[src/kiwi_pkg.sv]
//////////////////////////////////////////////////////////////////////
// shared constants for the eCPU control and status block
// op members are bit positions in the op word, one bit per function
// FPGA_VER and FPGA_ID are fixed and reported in the status word
//////////////////////////////////////////////////////////////////////

package kiwi_pkg;

    // bus widths
    localparam int OP_W  = 16;
    localparam int TOS_W = 32;
    localparam int PAR_W = 16;
    localparam int CTR_W = 32;

    // 2-bit read sub-select, op[7:6]
    localparam int REG_NO_LSB = 6;

    // op word bit positions
    // several may be set at once by the CPU, each block checks its own
    typedef enum logic [3:0] {
        OP_SET_CTRL    = 4'd8,
        OP_GET_STATUS  = 4'd9,
        OP_GET_CPU_CTR = 4'd10,
        OP_GET_ADC_CTR = 4'd11,
        OP_GET_SRQ     = 4'd12,
        OP_CPU_CTR_CLR = 4'd13,
        OP_CPU_CTR_ENA = 4'd14,
        OP_CPU_CTR_DIS = 4'd15
    } op_bit_e;

    //////////////////////////////////////////////////////////////////
    // control register layout
    //////////////////////////////////////////////////////////////////

    // serial select field, 2 bits
    localparam int CTRL_SER_LSB    = 0;
    // bit-banged serial lines, shared by both ports
    localparam int CTRL_SER_LE_CSN = 2;
    localparam int CTRL_SER_CLK    = 3;
    localparam int CTRL_SER_DATA   = 4;
    // fixed control outputs
    localparam int CTRL_STEN       = 5;
    localparam int CTRL_OSC_DIS    = 6;
    localparam int CTRL_EEPROM_WP  = 7;
    localparam int CTRL_CMD_READY  = 8;
    localparam int CTRL_SND_INTR   = 9;

    // serial select codes, code 3 is unused and parks both ports
    localparam logic [1:0] SER_NONE = 2'd0;
    localparam logic [1:0] SER_ATTN = 2'd1;
    localparam logic [1:0] SER_GPS  = 2'd2;

    // status word constants
    localparam logic [3:0] FPGA_VER = 4'd3;
    localparam logic [3:0] FPGA_ID  = 4'd1;

endpackage

[src/cpu_bus_if.sv]
//////////////////////////////////////////////////////////////////////
// eCPU register bus, single-cycle strobes with no handshake
// op and tos are only meaningful while a strobe is high
//////////////////////////////////////////////////////////////////////

interface cpu_bus_if import kiwi_pkg::*; ();

    // current instruction op word and top of stack
    logic [OP_W-1:0]  op;
    logic [TOS_W-1:0] tos;

    // strobes, one cycle each
    logic rd_reg;
    // register write
    logic wr_reg;
    // event strobe for counter control
    logic wr_evt2;

    // driven from the top level ports
    modport top
    (
        output op, tos, rd_reg, wr_reg, wr_evt2
    );

    // every receiving block only listens
    modport blk
    (
        input op, tos, rd_reg, wr_reg, wr_evt2
    );

endinterface

[src/ctrl_regs.sv]
//////////////////////////////////////////////////////////////////////
// global control register written by SET_CTRL from tos[15:0]
// outputs follow the register one cycle after the write
// serial lines reach only the port picked by the select field
//////////////////////////////////////////////////////////////////////

module ctrl_regs import kiwi_pkg::*;
(
    input  logic   cpu_clk,
    input  logic   rx_orst,
    cpu_bus_if.blk bus,
    output logic   da_dale,
    output logic   da_daclk,
    output logic   da_dadat,
    output logic   gps_gscs,
    output logic   gps_gsclk,
    output logic   gps_gsdat,
    output logic   adc_stenl,
    output logic   adc_clken,
    output logic   ewp,
    output logic   cmd_ready,
    output logic   snd_intr
);

    logic [15:0] ctrl;
    logic [1:0]  ser_sel;
    // {data, clk, le/csn}
    logic [2:0]  ser_bits;
    logic [2:0]  ser_attn;
    logic [2:0]  ser_gps;

    // control register
    always_ff @(posedge cpu_clk)
    begin
        if (rx_orst)
            ctrl <= '0;
        else if (bus.wr_reg && bus.op[OP_SET_CTRL])
            ctrl <= bus.tos[15:0];
    end

    //////////////////////////////////////////////////////////////////
    // serial port steering
    //////////////////////////////////////////////////////////////////

    assign ser_sel  = ctrl[CTRL_SER_LSB +: 2];
    assign ser_bits = {ctrl[CTRL_SER_DATA], ctrl[CTRL_SER_CLK], ctrl[CTRL_SER_LE_CSN]};

    always_comb
    begin
        ser_attn = 3'b000;
        ser_gps  = 3'b000;
        case (ser_sel)
            SER_ATTN: ser_attn = ser_bits;
            SER_GPS:  ser_gps  = ser_bits;
            // none and the unused code park both ports low
            default:  ;
        endcase
    end

    assign {da_dadat, da_daclk, da_dale}    = ser_attn;
    assign {gps_gsdat, gps_gsclk, gps_gscs} = ser_gps;

    // fixed controls
    // self-test enable is active low at the ADC
    assign adc_stenl = !ctrl[CTRL_STEN];
    // oscillator runs unless disabled
    assign adc_clken = !ctrl[CTRL_OSC_DIS];
    assign ewp       = ctrl[CTRL_EEPROM_WP];
    assign cmd_ready = ctrl[CTRL_CMD_READY];
    assign snd_intr  = ctrl[CTRL_SND_INTR];

    // attenuator and GPS front-end never see serial activity together
    assert property (@(posedge cpu_clk) disable iff (rx_orst)
        !((da_dale || da_daclk || da_dadat) && (gps_gscs || gps_gsclk || gps_gsdat)))
        else $error("attenuator and GPS serial ports both active");

endmodule

[src/cycle_counters.sv]
//////////////////////////////////////////////////////////////////////
// two CPU cycle counters for firmware profiling
// ctr0 free-runs, ctr1 counts only while enabled
// a clear hits both, counters wrap silently at 2^32
//////////////////////////////////////////////////////////////////////

module cycle_counters import kiwi_pkg::*;
(
    input  logic             cpu_clk,
    input  logic             rx_orst,
    cpu_bus_if.blk           bus,
    output logic [CTR_W-1:0] ctr0,
    output logic [CTR_W-1:0] ctr1
);

    logic ctr_ena;
    logic ctr_clr;
    logic ena_set;
    logic ena_clr;

    // event decode
    assign ctr_clr = bus.wr_evt2 && bus.op[OP_CPU_CTR_CLR];
    assign ena_set = bus.wr_evt2 && bus.op[OP_CPU_CTR_ENA];
    assign ena_clr = bus.wr_evt2 && bus.op[OP_CPU_CTR_DIS];

    //////////////////////////////////////////////////////////////////
    // counters
    //////////////////////////////////////////////////////////////////

    // clear edge loads zero, so N further edges read N
    always_ff @(posedge cpu_clk)
    begin
        if (rx_orst || ctr_clr)
        begin
            ctr0 <= '0;
            ctr1 <= '0;
        end
        else
        begin
            ctr0 <= ctr0 + 1'b1;
            if (ctr_ena)
                ctr1 <= ctr1 + 1'b1;
        end
    end

    // gate for ctr1
    // takes effect on the edge after the strobe
    always_ff @(posedge cpu_clk)
    begin
        if (rx_orst)
            ctr_ena <= 1'b0;
        else if (ena_set)
            ctr_ena <= 1'b1;
        else if (ena_clr)
            ctr_ena <= 1'b0;
    end

    // firmware must not ask for enable and disable at once
    assert property (@(posedge cpu_clk) disable iff (rx_orst)
        !(ena_set && ena_clr))
        else $error("CPU_CTR_ENA and CPU_CTR_DIS strobed together");

endmodule

[src/event_latches.sv]
//////////////////////////////////////////////////////////////////////
// sticky receiver overflow and host service-request capture
// rx_orst reloads the overflow flag rather than clearing it
// a request seen between two polls shows on ser_srq after the next one
//////////////////////////////////////////////////////////////////////

module event_latches import kiwi_pkg::*;
(
    input  logic   cpu_clk,
    input  logic   rx_orst,
    cpu_bus_if.blk bus,
    input  logic   rx_ovfl,
    input  logic   host_srq,
    output logic   rx_overflow,
    output logic   ser_srq
);

    logic srq_noted;
    logic srq_poll;

    // sticky overflow, host clears it through rx_orst
    always_ff @(posedge cpu_clk)
    begin
        if (rx_orst)
            rx_overflow <= rx_ovfl;
        else
            rx_overflow <= rx_overflow | rx_ovfl;
    end

    //////////////////////////////////////////////////////////////////
    // service request capture
    //////////////////////////////////////////////////////////////////

    assign srq_poll = bus.rd_reg && bus.op[OP_GET_SRQ];

    // noted stage collects requests between polls
    // each poll hands the collected value to ser_srq
    always_ff @(posedge cpu_clk)
    begin
        if (rx_orst)
        begin
            srq_noted <= 1'b0;
            ser_srq   <= 1'b0;
        end
        else if (srq_poll)
        begin
            srq_noted <= host_srq;
            ser_srq   <= srq_noted;
        end
        else
            srq_noted <= srq_noted | host_srq;
    end

    // once set, overflow stays set until the host resets it
    assert property (@(posedge cpu_clk) disable iff (rx_orst)
        rx_overflow |=> rx_overflow)
        else $error("overflow flag fell outside reset");

endmodule

[src/read_mux.sv]
//////////////////////////////////////////////////////////////////////
// CPU parallel read port is combinational in the strobe cycle
// counters are read one byte lane at a time by reg_no
// unmatched reads return host data
//////////////////////////////////////////////////////////////////////

module read_mux import kiwi_pkg::*;
(
    cpu_bus_if.blk           bus,
    input  logic [CTR_W-1:0] ctr0,
    input  logic [CTR_W-1:0] ctr1,
    input  logic [CTR_W-1:0] adc_count,
    input  logic             rx_overflow,
    input  logic [PAR_W-1:0] host_dout,
    output logic [PAR_W-1:0] par
);

    logic [1:0]       reg_no;
    logic [PAR_W-1:0] status;
    logic [3:0]       get_bits;

    assign reg_no = bus.op[REG_NO_LSB +: 2];

    // status word
    // ovfl, 3 zero bits, version, 4 zero bits, id
    assign status = {rx_overflow, 3'b000, FPGA_VER, 4'b0000, FPGA_ID};

    //////////////////////////////////////////////////////////////////
    // read select with fixed priority
    //////////////////////////////////////////////////////////////////

    always_comb
    begin
        par = host_dout;
        if (bus.rd_reg && bus.op[OP_GET_CPU_CTR])
            // ctr1 byte on top of the ctr0 byte
            par = {ctr1[8*reg_no +: 8], ctr0[8*reg_no +: 8]};
        else if (bus.rd_reg && bus.op[OP_GET_ADC_CTR] && reg_no == 2'd0)
            par = adc_count[15:0];
        else if (bus.rd_reg && bus.op[OP_GET_ADC_CTR] && reg_no == 2'd1)
            par = adc_count[31:16];
        // reg_no 2 and 3 fall through
        else if (bus.rd_reg && bus.op[OP_GET_STATUS])
            par = status;
    end

    // all GET functions that return through the read paths
    assign get_bits = {bus.op[OP_GET_STATUS], bus.op[OP_GET_CPU_CTR],
                       bus.op[OP_GET_ADC_CTR], bus.op[OP_GET_SRQ]};

    // the CPU reads one source per strobe
    always_comb
    begin
        assert final (!bus.rd_reg || $onehot0(get_bits))
            else $error("more than one GET op bit on a register read");
    end

endmodule

[src/kiwi_core.sv]
//////////////////////////////////////////////////////////////////////
// eCPU control and status block, all logic on cpu_clk
// rx_orst is the synchronous reset and the overflow reload
// par is combinational, every other output is registered state
//////////////////////////////////////////////////////////////////////

module kiwi_core import kiwi_pkg::*;
(
    input  logic             cpu_clk,
    input  logic             rx_orst,
    // CPU strobes and operands
    input  logic [OP_W-1:0]  op,
    input  logic [TOS_W-1:0] tos,
    input  logic             rd_reg,
    input  logic             wr_reg,
    input  logic             wr_evt2,
    // host and receiver side
    input  logic [PAR_W-1:0] host_dout,
    input  logic             host_srq,
    input  logic             rx_ovfl,
    input  logic [CTR_W-1:0] adc_count,
    // CPU read paths
    output logic [PAR_W-1:0] par,
    output logic             ser_srq,
    // attenuator serial
    output logic             da_dale,
    output logic             da_daclk,
    output logic             da_dadat,
    // GPS front-end serial
    output logic             gps_gscs,
    output logic             gps_gsclk,
    output logic             gps_gsdat,
    // board controls
    output logic             adc_stenl,
    output logic             adc_clken,
    output logic             ewp,
    output logic             cmd_ready,
    output logic             snd_intr
);

    logic [CTR_W-1:0] ctr0;
    logic [CTR_W-1:0] ctr1;
    logic             rx_overflow;

    //////////////////////////////////////////////////////////////////
    // CPU bus
    //////////////////////////////////////////////////////////////////

    cpu_bus_if bus ();

    assign bus.op      = op;
    assign bus.tos     = tos;
    assign bus.rd_reg  = rd_reg;
    assign bus.wr_reg  = wr_reg;
    assign bus.wr_evt2 = wr_evt2;

    //////////////////////////////////////////////////////////////////
    // blocks
    //////////////////////////////////////////////////////////////////

    ctrl_regs u_ctrl_regs
    (
        .cpu_clk   (cpu_clk),
        .rx_orst   (rx_orst),
        .bus       (bus),
        .da_dale   (da_dale),
        .da_daclk  (da_daclk),
        .da_dadat  (da_dadat),
        .gps_gscs  (gps_gscs),
        .gps_gsclk (gps_gsclk),
        .gps_gsdat (gps_gsdat),
        .adc_stenl (adc_stenl),
        .adc_clken (adc_clken),
        .ewp       (ewp),
        .cmd_ready (cmd_ready),
        .snd_intr  (snd_intr)
    );

    cycle_counters u_cycle_counters
    (
        .cpu_clk (cpu_clk),
        .rx_orst (rx_orst),
        .bus     (bus),
        .ctr0    (ctr0),
        .ctr1    (ctr1)
    );

    event_latches u_event_latches
    (
        .cpu_clk     (cpu_clk),
        .rx_orst     (rx_orst),
        .bus         (bus),
        .rx_ovfl     (rx_ovfl),
        .host_srq    (host_srq),
        .rx_overflow (rx_overflow),
        .ser_srq     (ser_srq)
    );

    // read port back to the CPU
    read_mux u_read_mux
    (
        .bus         (bus),
        .ctr0        (ctr0),
        .ctr1        (ctr1),
        .adc_count   (adc_count),
        .rx_overflow (rx_overflow),
        .host_dout   (host_dout),
        .par         (par)
    );

endmodule

[config.mk]
export PLATFORM = sky130hd
export DESIGN_NAME = kiwi_core
export DESIGN_NICKNAME = d
export VERILOG_FILES = /design/src/kiwi_pkg.sv /design/src/cpu_bus_if.sv /design/src/ctrl_regs.sv /design/src/cycle_counters.sv /design/src/event_latches.sv /design/src/read_mux.sv /design/src/kiwi_core.sv
export SDC_FILE = /design/constraint.sdc
export NUM_CORES = 1
export LEC_CHECK = 0
export BUFFER_PORTS_ARGS = -buffer_cell sky130_fd_sc_hd__buf_2
export CORE_ASPECT_RATIO = 2
export CORE_MARGIN = 2
export CORE_UTILIZATION = 45
export CTS_CLUSTER_SIZE = 28
export DETAILED_ROUTE_END_ITERATION = 8
export PLACE_DENSITY = 0.71
export REMOVE_ABC_BUFFERS = 1
export SLEW_MARGIN = 20
export SYNTH_ARGS = -nofsm -noshare
export SYNTH_HDL_FRONTEND = slang
export SYNTH_SLANG_ARGS = --single-unit
[constraint.sdc]
create_clock -name cpu_clk -period 3.2 [get_ports cpu_clk]
set_input_delay 0.48 -clock cpu_clk [delete_from_list [all_inputs] [get_ports cpu_clk]]
set_output_delay 0.48 -clock cpu_clk [all_outputs]
set_load 0.02 [all_outputs]
# Yosys cells after proc, flatten, opt, wreduce, memory -nomap -nowiden
# Cells that the tools add are included.
# W data, S select, Z words.
[classes]
add_sub_neg = 2
n_eq_ne = 3
shift = 2
muxes = 10
bitwise = 2
n_reduce_logical = 15
[op_table]
columns = ["cell", "count"]
rows = [
  ["$add A32 B1 Y32 const B", 2],
  ["$mux W16", 4],
  ["$shiftx A32 B6 Y8", 2],
  ["$logic_and A1 B1 Y1", 10],
  ["$mux W3", 2],
  ["$eq A2 B1 Y1 const B", 2],
  ["$mux W1", 4],
  ["$eq A2 B2 Y1 const B", 1],
  ["$logic_not A1 Y1", 2],
  ["$logic_not A2 Y1", 1],
  ["$or A1 B1 Y1", 2],
  ["$reduce_bool A2 Y1", 1],
  ["$logic_or A1 B1 Y1", 1],
]
[totals]
reg_bits = 78
inputBits = 103
output_inout_bits = 28
wordCells = 41

# Longest topological paths before layout
# Gate-level depths: netlist of run 1.
[logic_depth]
word_depth = 5
depth_mapped = 7
mapped_depth_nobuf = 5

# By module
# From an unflattened synthesis of run 1, not the netlist that was laid out.
[hier_totals]
hier_cells = 538
hier_area_um2 = 4717.0
[modules_own_cells]
columns = ["mod", "instances", "cells_per_inst", "area_each_um2", "seq_area_each_um2"]
rows = [
  ["cycle_counters", 1, 352, 3005.4, 1301.2],
  ["read_mux", 1, 122, 996.0, 0.0],
  ["ctrl_regs", 1, 54, 606.8, 200.2],
  ["event_latches", 1, 10, 108.9, 60.1],
]

# Worst setup path before layout of run 1
# OpenSTA, ideal clock, no wires.
[synth_path]
kind = "input port to output port"
from = "input rd_reg"
to = "output par[11]"
arrival_time_ns = 2.156
required_ns = 2.720
setup_slack_ns = 0.564
path_stages = 6
path_buffers = 2
cell_sequence = "clkbuf_1 -> nand2_1 -> nor3_1 -> clkbuf_1 -> a211oi_1 -> o21ai_0"
[synth_via]
elab_chain_len = 5
elab_cells_between_ends = 9
cone_classes = "mux (4); reduce/logical (5)"
[synth_lines]
columns = ["element", "line_no", "rtl"]
rows = [
  ["start: declaration", "kiwi_core.sv:14", "input logic rd_reg,"],
  ["$logic_and A1 B1 Y1, on equally long branches", "read_mux.sv:43, read_mux.sv:38, read_mux.sv:40", ""],
  ["$mux W16 / $logic_and A1 B1 Y1 (equally long branches)", "read_mux.sv:43, read_mux.sv:40", ""],
  ["$mux W16", "read_mux.sv:40", "else if (bus.rd_reg && bus.op[OP_GET_ADC_CTR] && reg_no == 2'd1)"],
  ["$mux W16", "read_mux.sv:38", "else if (bus.rd_reg && bus.op[OP_GET_ADC_CTR] && reg_no == 2'd0)"],
  ["$mux W16 (*)", "read_mux.sv:35", "if (bus.rd_reg && bus.op[OP_GET_CPU_CTR])"],
  ["end: declaration", "kiwi_core.sv:23", "output logic [PAR_W-1:0] par,"],
]
# Mark *: on every way between the ends. The rest lies on a longest branch, timed or not.

# Worst setup path after layout of run 1
[layout_path]
from = "input op[7]"
to = "output par[10]"
[layout_via]
elab_chain_len = 5
elab_cells_between_ends = 8
cone_classes = "eq/ne (1); shift (1); mux (3); reduce/logical (3)"
[layout_lines]
columns = ["element", "line_no", "rtl"]
rows = [
  ["start: declaration", "kiwi_core.sv:12", "input logic [OP_W-1:0] op,"],
  ["branches (longest 4 deep; another with $shiftx A32 B6 Y8)", "--", ""],
  ["$mux W16 (*)", "read_mux.sv:35", ""],
]
# Every way passes the cells marked *.

==> impl_metrics.json, run 1 <==
{
  "place_hpwl_um": 9930,
  "path_delay_family": "buffers and inverters",
  "final_common_cell": "buf_2",
  "dpl-instance-area_mm2": 0.00509,
  "finalHoldViolCount": 0,
  "dr.first_iter.drc_count": 369,
  "path_class": "primary input to output port",
  "final_cell_area_mm2": 0.00540,
  "rr_startpoint": "u_cycle_counters.ctr0[0]$_SDFF_PP0_",
  "relSlewSlack_pct": 56.4,
  "crit_start": "op[7]",
  "clk_path_buf_depth": 2,
  "regArea_mm2": 0.00156,
  "fin_crit_ns": 2.72,
  "first_pass_iters": 6,
  "fillCellCount": 925,
  "start_kind": "primary input",
  "max_freq_mhz": 367,
  "clock-root-buffer": "clkbuf_16",
  "die_area_mm2": 0.0109,
  "drv_slew": 0,
  "min-delay-start": "rx_ovfl",
  "worstPathArrival_ns": 2.24,
  "coreArea_mm2": 0.00976,
  "critPathMostFrequentCell": "buf_2",
  "synth_top_area_cell": "dfxtp_1",
  "max_stage_delay_ns": 0.46,
  "finalWorstSetupSlack_ns": 0.476,
  "cts_resized": 0,
  "start_util_pct": 46.3,
  "synthFlopType": "dfxtp_1",
  "port_buffers": 102,
  "postRouteWirelength_um": 13200,
  "power_uw": 2310,
  "endpoint_kind": "output port",
  "ios": 131,
  "clkLatencyLatePin_ns": 0.34,
  "routabilityCongestion": 0.869,
  "path_cells": "buf_2, nand4b_1, buf_4, and3_1, a211oi_1, o21ai_1, buf_2",
  "grt_overflow": 0,
  "power-per-cell-area_mw_per_mm2": 428,
  "p_leak_uw": 0.00202,
  "path_buf_inv": 3,
  "post-place-ws_ns": 0.490,
  "synth_cells": 549,
  "worstPathRequired_ns": 2.72,
  "grt_pass1_vias": 4315,
  "cap_violations": 0,
  "yosys_warnings": 0,
  "synth.top_cells.by_area": "dfxtp_1 (35%), mux4_2 (7.0%), a21oi_1 (5.8%)",
  "setup_violations": 0,
  "ir_drop_uv": 254,
  "avgSynthCellArea_um2": 8.24,
  "grt.total_usage_pct": 23.4,
  "yosysSeqAreaShare_pct": 34.5,
  "cp_max_fo": 20,
  "drc": 0,
  "cts_buffers": 9,
  "die_width_um": 74.9,
  "finalCritPeriodShare_pct": 85.1,
  "multi_input_area_mm2": 0.00276,
  "antenna_found_initial": 0,
  "hold_buffers": 0,
  "clock_skew_ns": 0.0117,
  "viasPerCell": 6.03,
  "wl_per_cell_um": 17.3,
  "die_y_um": 146,
  "synth.cell_area_mm2": 0.00452,
  "rsz0062_at_grt": "no",
  "fin_nets": 734,
  "slowest_stage": "nand4b_1",
  "ys_types": 48,
  "row_count": 51,
  "ant_nets": 0,
  "cts_setup_buffers": 0,
  "clk_pin_slew_ns": 0.06,
  "status": "complete, no violations",
  "synth_edf_count": 0,
  "syn_to_final_growth_pct": 19.5,
  "rrSetupSlack_ns": 0.83,
  "htree_levels": 3,
  "clock_sinks": 78,
  "async_flop_share_pct": 0,
  "antenna_cells": 0,
  "ys_seq_elements": 78,
  "final_cell_mix": "buf_2 (102), dfxtp_1 (78), nand2_1 (63), a21oi_1 (52), nor2_1 (35)",
  "synth_top_area_share_pct": 34.5,
  "holdCritPathClass": "primary input to flip-flop",
  "tightest_slew_ns": 0.651,
  "drive_above_1_share_pct": 22.9,
  "setup_tns_ns": 0,
  "cts_tree": "yes",
  "grt_first_pass_wirelength_um": 20000,
  "grt_max_degree": 28,
  "num_vias": 4621
}
path summary, 6_finish.rpt:
path | cells past startpoint | to
min reg2reg | 2 | u_event_latches.ser_srq$_SDFFE_PP0P_
max | 7 | par[10]
min | 2 | u_event_latches.rx_overflow$_DFF_P_
max reg2reg | 5 | u_cycle_counters.ctr0[30]$_SDFF_PP0_
synth_stat cells, types with 3 or more instances:
cell type	n
dfxtp_1	78
nand2_1	63
a21oi_1	52
nor2_1	35
clkbuf_1	32
o21ai_0	29
nand3_1	24
or4_1	23
nand4_1	20
and3_1	19
o31ai_1	19
xor2_1	18
and2_1	17
and4_1	15
mux4_2	14
a211oi_1	12
or3_1	10
inv_1	9
o21ai_1	7
xnor2_1	6
buf_2	4
mux2i_1	4
nand3b_1	3
o211ai_1	3
area by class of cell:
class                   instances  share of cell area, %
clock inverters                 6                   1.60
multi-input cells             421                   51.0
inverters                       9                  0.625
flip-flops and latches         78                   28.9
clock buffers                  10                   4.24
well taps                     132                   3.06
repair buffers                110                   10.6
metal layers:
layer,GRT usage [%],part of all wire (%),vias up
li1,-,-,2204
met1,24.5,38,2182
met2,42.6,52,207
met3,3.88,6.1,28
met4,11.2,3.5,0
met5,0,0,-
cells by family after synthesis:
kind of cell,share of synthesized area (%)
muxes,9.02
DFF,34.5
and+or+nand+nor,29.6
buffers and inverters,4.62
adders and majority gates,0.553
AOI/OAI and AO/OA,17.0
xor gates and xnor gates,4.65
sequential cells by signal (all words and copies together), names as in the netlist:
register                     cells
u_cycle_counters.ctr0           32
u_cycle_counters.ctr_ena         1
u_event_latches.srq_noted        1
u_ctrl_regs.ctrl                10
u_cycle_counters.ctr1           32
u_event_latches.ser_srq          1
u_event_latches.rx_overflow      1
report_power, final:
| part | switching, uW | leakage (uW) | internal (uW) | total (uW) |
|---|---|---|---|---|
| clock | 397 | 0.000152 | 681 | 1080 |
| combinational | 142 | 0.00124 | 99.0 | 241 |
| sequential | 10.7 | 0.000631 | 983 | 994 |
worst register-to-register path: cells and delay by family, from the launching register on:
family	cells	cell delay [ns]
DFF	1	0.42
and+or+nand+nor	3	1.46
AOI/OAI and AO/OA	1	0.14
adders and majority gates	1	0.27
stage by stage:
step / instances / hold WS (ns) / util, %
floorplan: 508 / 0.430 / -
global placement: 750 / 0.440 / 52.1
detailed placement: 750 / 0.450 / 52.1
CTS: 766 / 0.326 / 55.4
global route: 766 / 0.326 / 55.4
finish: 766 / 0.326 / 55.4
Power figures use the tool's default switching activity.
==> run 2, diff against run 1 <==
CORE_MARGIN = unset   (was 2)
CTS_CLUSTER_SIZE = unset   (was 28)
==> run 2 against run 1 <==
Die area down 4.0%. Clock-buffer cell count down 1. Core utilization down 0.29 points. Critical path depth unchanged. Largest power group is now registers. Largest cell class unchanged. Combinational power about the same. Cell area down 0.53%. Sequential cell count unchanged. Global-route usage up 2.1 points.
==> impl_metrics.json, run 2 (synthesis gave the netlist of run 1 again) <==
{
  "internal_power_uw": 1610,
  "relSlewSlack_pct": 54.0,
  "finalHoldViolCount": 0,
  "rsz0062_at_grt": "no",
  "finalCritPeriodShare_pct": 86.9,
  "max_freq_mhz": 360,
  "cp_max_fo": 20,
  "clock_skew_ns": 0.00640,
  "start_kind": "primary input",
  "grt_overflow": 0,
  "num_vias": 4570,
  "rrSetupSlack_ns": 0.80,
  "clock-root-buffer": "clkbuf_16",
  "clock_sinks": 78,
  "fillCellCount": 933,
  "ir_drop_uv": 267,
  "seqPwrFrac_pct": 45.3,
  "drive_above_1_share_pct": 23.0,
  "finalWorstSetupSlack_ns": 0.420,
  "fin_crit_ns": 2.78,
  "place_hpwl_um": 10100,
  "p_switching_uw": 580,
  "final_core_util_pct": 55.1,
  "status": "complete, no violations",
  "viasPerCell": 5.96,
  "postRouteWirelength_um": 13200,
  "cts_tree": "yes",
  "wl_per_cell_um": 17.1,
  "endpoint_kind": "output port",
  "ant_nets": 0,
  "r2r_cells": 5,
  "die_width_um": 72.9,
  "power_uw": 2190,
  "dp.cells": 750,
  "cts_setup_buffers": 0,
  "grt_pass1_vias": 4497,
  "grt.total_usage_pct": 25.5,
  "setup_tns_ns": 0,
  "path_class": "primary input to output port",
  "swShare_pct": 26.4,
  "post-place-ws_ns": 0.443,
  "final_cell_mix": "buf_2 (102), dfxtp_1 (78), nand2_1 (63), a21oi_1 (52), nor2_1 (35)",
  "cts_resized": 0,
  "reg_top3": "u_cycle_counters.ctr0: 32 flops, u_cycle_counters.ctr1: 32 flops, u_ctrl_regs.ctrl: 10 flops",
  "syn_to_final_growth_pct": 18.8,
  "ios": 131,
  "p_leak_uw": 0.00200,
  "fin_nets": 734,
  "clk_pin_slew_ns": 0.06,
  "die_area_mm2": 0.0105,
  "hold_buffers": 0,
  "final_cells": 767,
  "setup_violations": 0,
  "dr.first_iter.drc_count": 176,
  "r2r-end": "u_cycle_counters.ctr0[30]$_SDFF_PP0_",
  "routabilityCongestion": 0.852,
  "worstPathArrival_ns": 2.30,
  "cap_violations": 0,
  "holdCritPathClass": "primary input to flip-flop",
  "pwr-share-clk_pct": 43.9,
  "first_pass_iters": 5,
  "port_buffers": 102,
  "rr_startpoint": "u_cycle_counters.ctr0[0]$_SDFF_PP0_",
  "antenna_found_initial": 1,
  "regArea_mm2": 0.00156,
  "grt_first_pass_wirelength_um": 20500,
  "combPwrFrac_pct": 10.8,
  "drv_slew": 0,
  "crit_end": "par[7]",
  "cts_buffers": 9,
  "final_common_cell": "buf_2",
  "crit_start": "op[7]",
  "clk_path_buf_depth": 2,
  "row_count": 51,
  "worstPathRequired_ns": 2.72,
  "multi_input_area_mm2": 0.00276,
  "power-per-cell-area_mw_per_mm2": 408,
  "htree_levels": 3,
  "start_util_pct": 46.3,
  "grt_max_degree": 22,
  "tightest_slew_ns": 0.683,
  "die_y_um": 144,
  "clkLatencyLatePin_ns": 0.34,
  "coreArea_mm2": 0.00976,
  "drc": 0
}
## run 2: cell count changes in the layout (fill, tap and decap cells not counted), sizes merged
cell	delta
diode	+1
bufinv	-2
clkinv	+1
inv	+1
clkbuf	-1
clkinvlp	+1
## run 2: cell type report
type                            count  area share, %
Tap cell                          132           3.07
Sequential cell                    78           29.1
Clock inverter                      7           1.09
Multi-Input combinational cell    421           51.3
Antenna cell                        1         0.0466
Clock buffer                        9           4.19
Inverter                            9          0.628
Timing Repair Buffer              110           10.6
## run 2: per-layer routing
| metal | GRT usage (%) | up-vias | routed length [um] |
|---|---|---|---|
| li1 | - | 2201 | - |
| met1 | 24.3 | 2145 | 4950 |
| met2 | 48.4 | 183 | 6870 |
| met3 | 4.14 | 41 | 680 |
| met4 | 16.8 | 0 | 650 |
| met5 | 0 | - | 0 |
## run 2: critical path: stages
cell,delay [ns]
buf_2,0.27
nand4b_1,0.48
buf_4,0.31
and3_1,0.16
a211oi_1,0.24
o21ai_1,0.16
buf_2,0.19
## run 2: power by group through the flow
stage	logic [uW]	registers, uW	clock network (uW)
3_3_place_gp	232	1010	0
3_5_place_dp	236	1020	0
6_report	238	994	963
5_1_grt	258	994	1010
2_1_floorplan	119	1010	0
4_1_cts	237	993	972
## run 2: worst min-delay path by stage
stage                                                   start                             endpoint  slack [ns]  cells past startpoint
final                                                 rx_ovfl  u_event_latches.rx_overflow$_DFF_P_        0.32                      2
after global routing                                  rx_ovfl  u_event_latches.rx_overflow$_DFF_P_        0.33                      2
after CTS                                             rx_ovfl  u_event_latches.rx_overflow$_DFF_P_        0.32                      2
after detailed placement     u_ctrl_regs.ctrl[7]$_SDFFE_PP0P_     u_ctrl_regs.ctrl[7]$_SDFFE_PP0P_        0.45                      2
after global placement    u_event_latches.rx_overflow$_DFF_P_  u_event_latches.rx_overflow$_DFF_P_        0.44                      1
after floorplan              u_ctrl_regs.ctrl[5]$_SDFFE_PP0P_     u_ctrl_regs.ctrl[5]$_SDFFE_PP0P_        0.43                      2
## run 2: metrics by stage
stage | hold slack [ns] | area, um2
3_5_place_dp | 0.449 | 5090
4_1_cts | 0.320 | 5370
2_1_floorplan | 0.430 | 4350
5_1_grt | 0.332 | 5380
3_3_place_gp | 0.438 | 5090
6_report | 0.324 | 5380
==> run 3, diff against run 2 <==
CELL_PAD_IN_SITES_DETAIL_PLACEMENT = 1   (was unset)
CELL_PAD_IN_SITES_GLOBAL_PLACEMENT = 1   (was unset)
CORE_UTILIZATION = 41   (was 45)
PLACE_DENSITY = unset   (was 0.71)
PLACE_DENSITY_LB_ADDON = 0.1   (was unset)
==> run 3 against run 2 <==
Wire length is 27% higher. First-iteration DRC count is 13% higher. Core utilization is 3.8 points lower.
==> impl_metrics.json, run 3 (synthesis gave the netlist of run 1 again) <==
{
  "status": "complete, no violations",
  "min-delay-start": "rx_ovfl",
  "ir_drop_uv": 278,
  "ios": 131,
  "die_width_um": 76.3,
  "start_kind": "primary input",
  "die_y_um": 151,
  "clock_skew_ns": 0.00519,
  "worstPathArrival_ns": 2.09,
  "setup_tns_ns": 0,
  "fin_crit_ns": 2.57,
  "grt.total_usage_pct": 29.5,
  "internal_power_uw": 1800,
  "p_leak_uw": 0.00204,
  "place_hpwl_um": 12500,
  "coreArea_mm2": 0.0106,
  "tightest_slew_ns": 0.744,
  "drive_above_1_share_pct": 23.3,
  "combPwrFrac_pct": 10.3,
  "fin_nets": 737,
  "postRouteWirelength_um": 16600,
  "clkLatencyLatePin_ns": 0.35,
  "grt_pass1_vias": 5053,
  "finalCritPeriodShare_pct": 80.3,
  "dr.first_iter.drc_count": 199,
  "crit_start": "rd_reg",
  "finalWorstSetupSlack_ns": 0.630,
  "worstPathRequired_ns": 2.72,
  "setup_violations": 0,
  "drv_slew": 0,
  "power-per-cell-area_mw_per_mm2": 438,
  "rr_startpoint": "u_cycle_counters.ctr0[0]$_SDFF_PP0_",
  "endpoint_kind": "output port",
  "antenna_found_initial": 0,
  "pwr-share-clk_pct": 48.0,
  "path_class": "primary input to output port",
  "row_count": 53,
  "viasPerCell": 6.18,
  "relSlewSlack_pct": 50.4,
  "port_buffers": 102,
  "cap_violations": 0,
  "clock-root-buffer": "clkbuf_16",
  "first_pass_iters": 5,
  "num_vias": 4776,
  "finalHoldViolCount": 0,
  "htree_levels": 3,
  "max_freq_mhz": 389,
  "final_cell_mix": "buf_2 (102), dfxtp_1 (78), nand2_1 (63), a21oi_1 (52), nor2_1 (35)",
  "p_switching_uw": 580,
  "swShare_pct": 24.3,
  "cp_max_fo": 12,
  "cts_resized": 0,
  "rsz0062_at_grt": "no",
  "start_util_pct": 42.6,
  "final_common_cell": "buf_2",
  "hold_buffers": 0,
  "grt_max_degree": 39,
  "post-place-ws_ns": 0.674,
  "grt_first_pass_wirelength_um": 25600,
  "cts_tree": "yes",
  "clock_sinks": 78,
  "ant_nets": 0,
  "antenna_cells": 0,
  "cts_buffers": 9,
  "holdCritPathClass": "primary input to flip-flop",
  "drc": 0,
  "clk_pin_slew_ns": 0.06,
  "routabilityCongestion": 0.924,
  "wl_per_cell_um": 21.5,
  "syn_to_final_growth_pct": 20.3,
  "grt_overflow": 0,
  "die_area_mm2": 0.0115,
  "reg_top3": "u_cycle_counters.ctr0: 32 flops, u_cycle_counters.ctr1: 32 flops, u_ctrl_regs.ctrl: 10 flops",
  "final_core_util_pct": 51.3,
  "clk_path_buf_depth": 2,
  "cts_setup_buffers": 0,
  "seqPwrFrac_pct": 41.7
}
==> run 3: changes by cell type in the layout (fill, tap and decap cells not counted), sizes merged <==
cell	delta
buf	+3
bufinv	+2
clkbuf	+2
clkinv	-2
clkinvlp	-2
diode	-1
inv	-1
==> run 3: area by class of cell <==
cell class,count,area [um2]
clock buffers,11,253
clock inverters,4,70.1
fillers,1321,5170
inverters,9,33.8
multi-input cells,421,2760
flip-flops and latches,78,1560
well taps,137,171
repair buffers,113,593
==> run 3: final timing paths <==
path | slack [ns] | cells after the start | endpoint
setup / recovery | 0.63 | 7 | par[10]
hold / removal | 0.30 | 2 | u_event_latches.rx_overflow$_DFF_P_
setup reg to reg | 0.84 | 5 | u_cycle_counters.ctr0[30]$_SDFF_PP0_
hold reg to reg | 0.46 | 2 | u_ctrl_regs.ctrl[7]$_SDFFE_PP0P_
==> run 3: metal layers <==
layer	share of wire [%]	global-route usage [%]	up-vias
li1	-	-	2197
met2	58	59.3	154
met3	3.4	4.42	65
met1	33	25.9	2360
met5	0	0	-
met4	5.9	20.7	0
==> run 3: through the flow <==
step | std cells | hold slack [ns] | cell area (um2) | total power [uW]
2_1_floorplan | 508 | 0.430 | 4350 | 1130
3_3_place_gp | 758 | 0.440 | 5120 | 1250
3_5_place_dp | 758 | 0.451 | 5120 | 1260
4_1_cts | 773 | 0.296 | 5440 | 2390
5_1_grt | 773 | 0.311 | 5440 | 2450
6_report | 773 | 0.300 | 5440 | 2380
==> run 3: power groups by stage <==
stage | logic (uW) | clock network [uW] | registers [uW]
2_1_floorplan | 119 | 0 | 1010
3_3_place_gp | 238 | 0 | 1010
3_5_place_dp | 245 | 0 | 1020
4_1_cts | 246 | 1150 | 994
5_1_grt | 267 | 1190 | 994
6_report | 245 | 1140 | 994
==> run 3: worst max-delay path: stages <==
cell and delay (ns):
buf_2 0.17, nand4b_1 0.40, buf_4 0.34, and3_1 0.18, a211oi_1 0.24, o21ai_1 0.12
buf_2 0.17
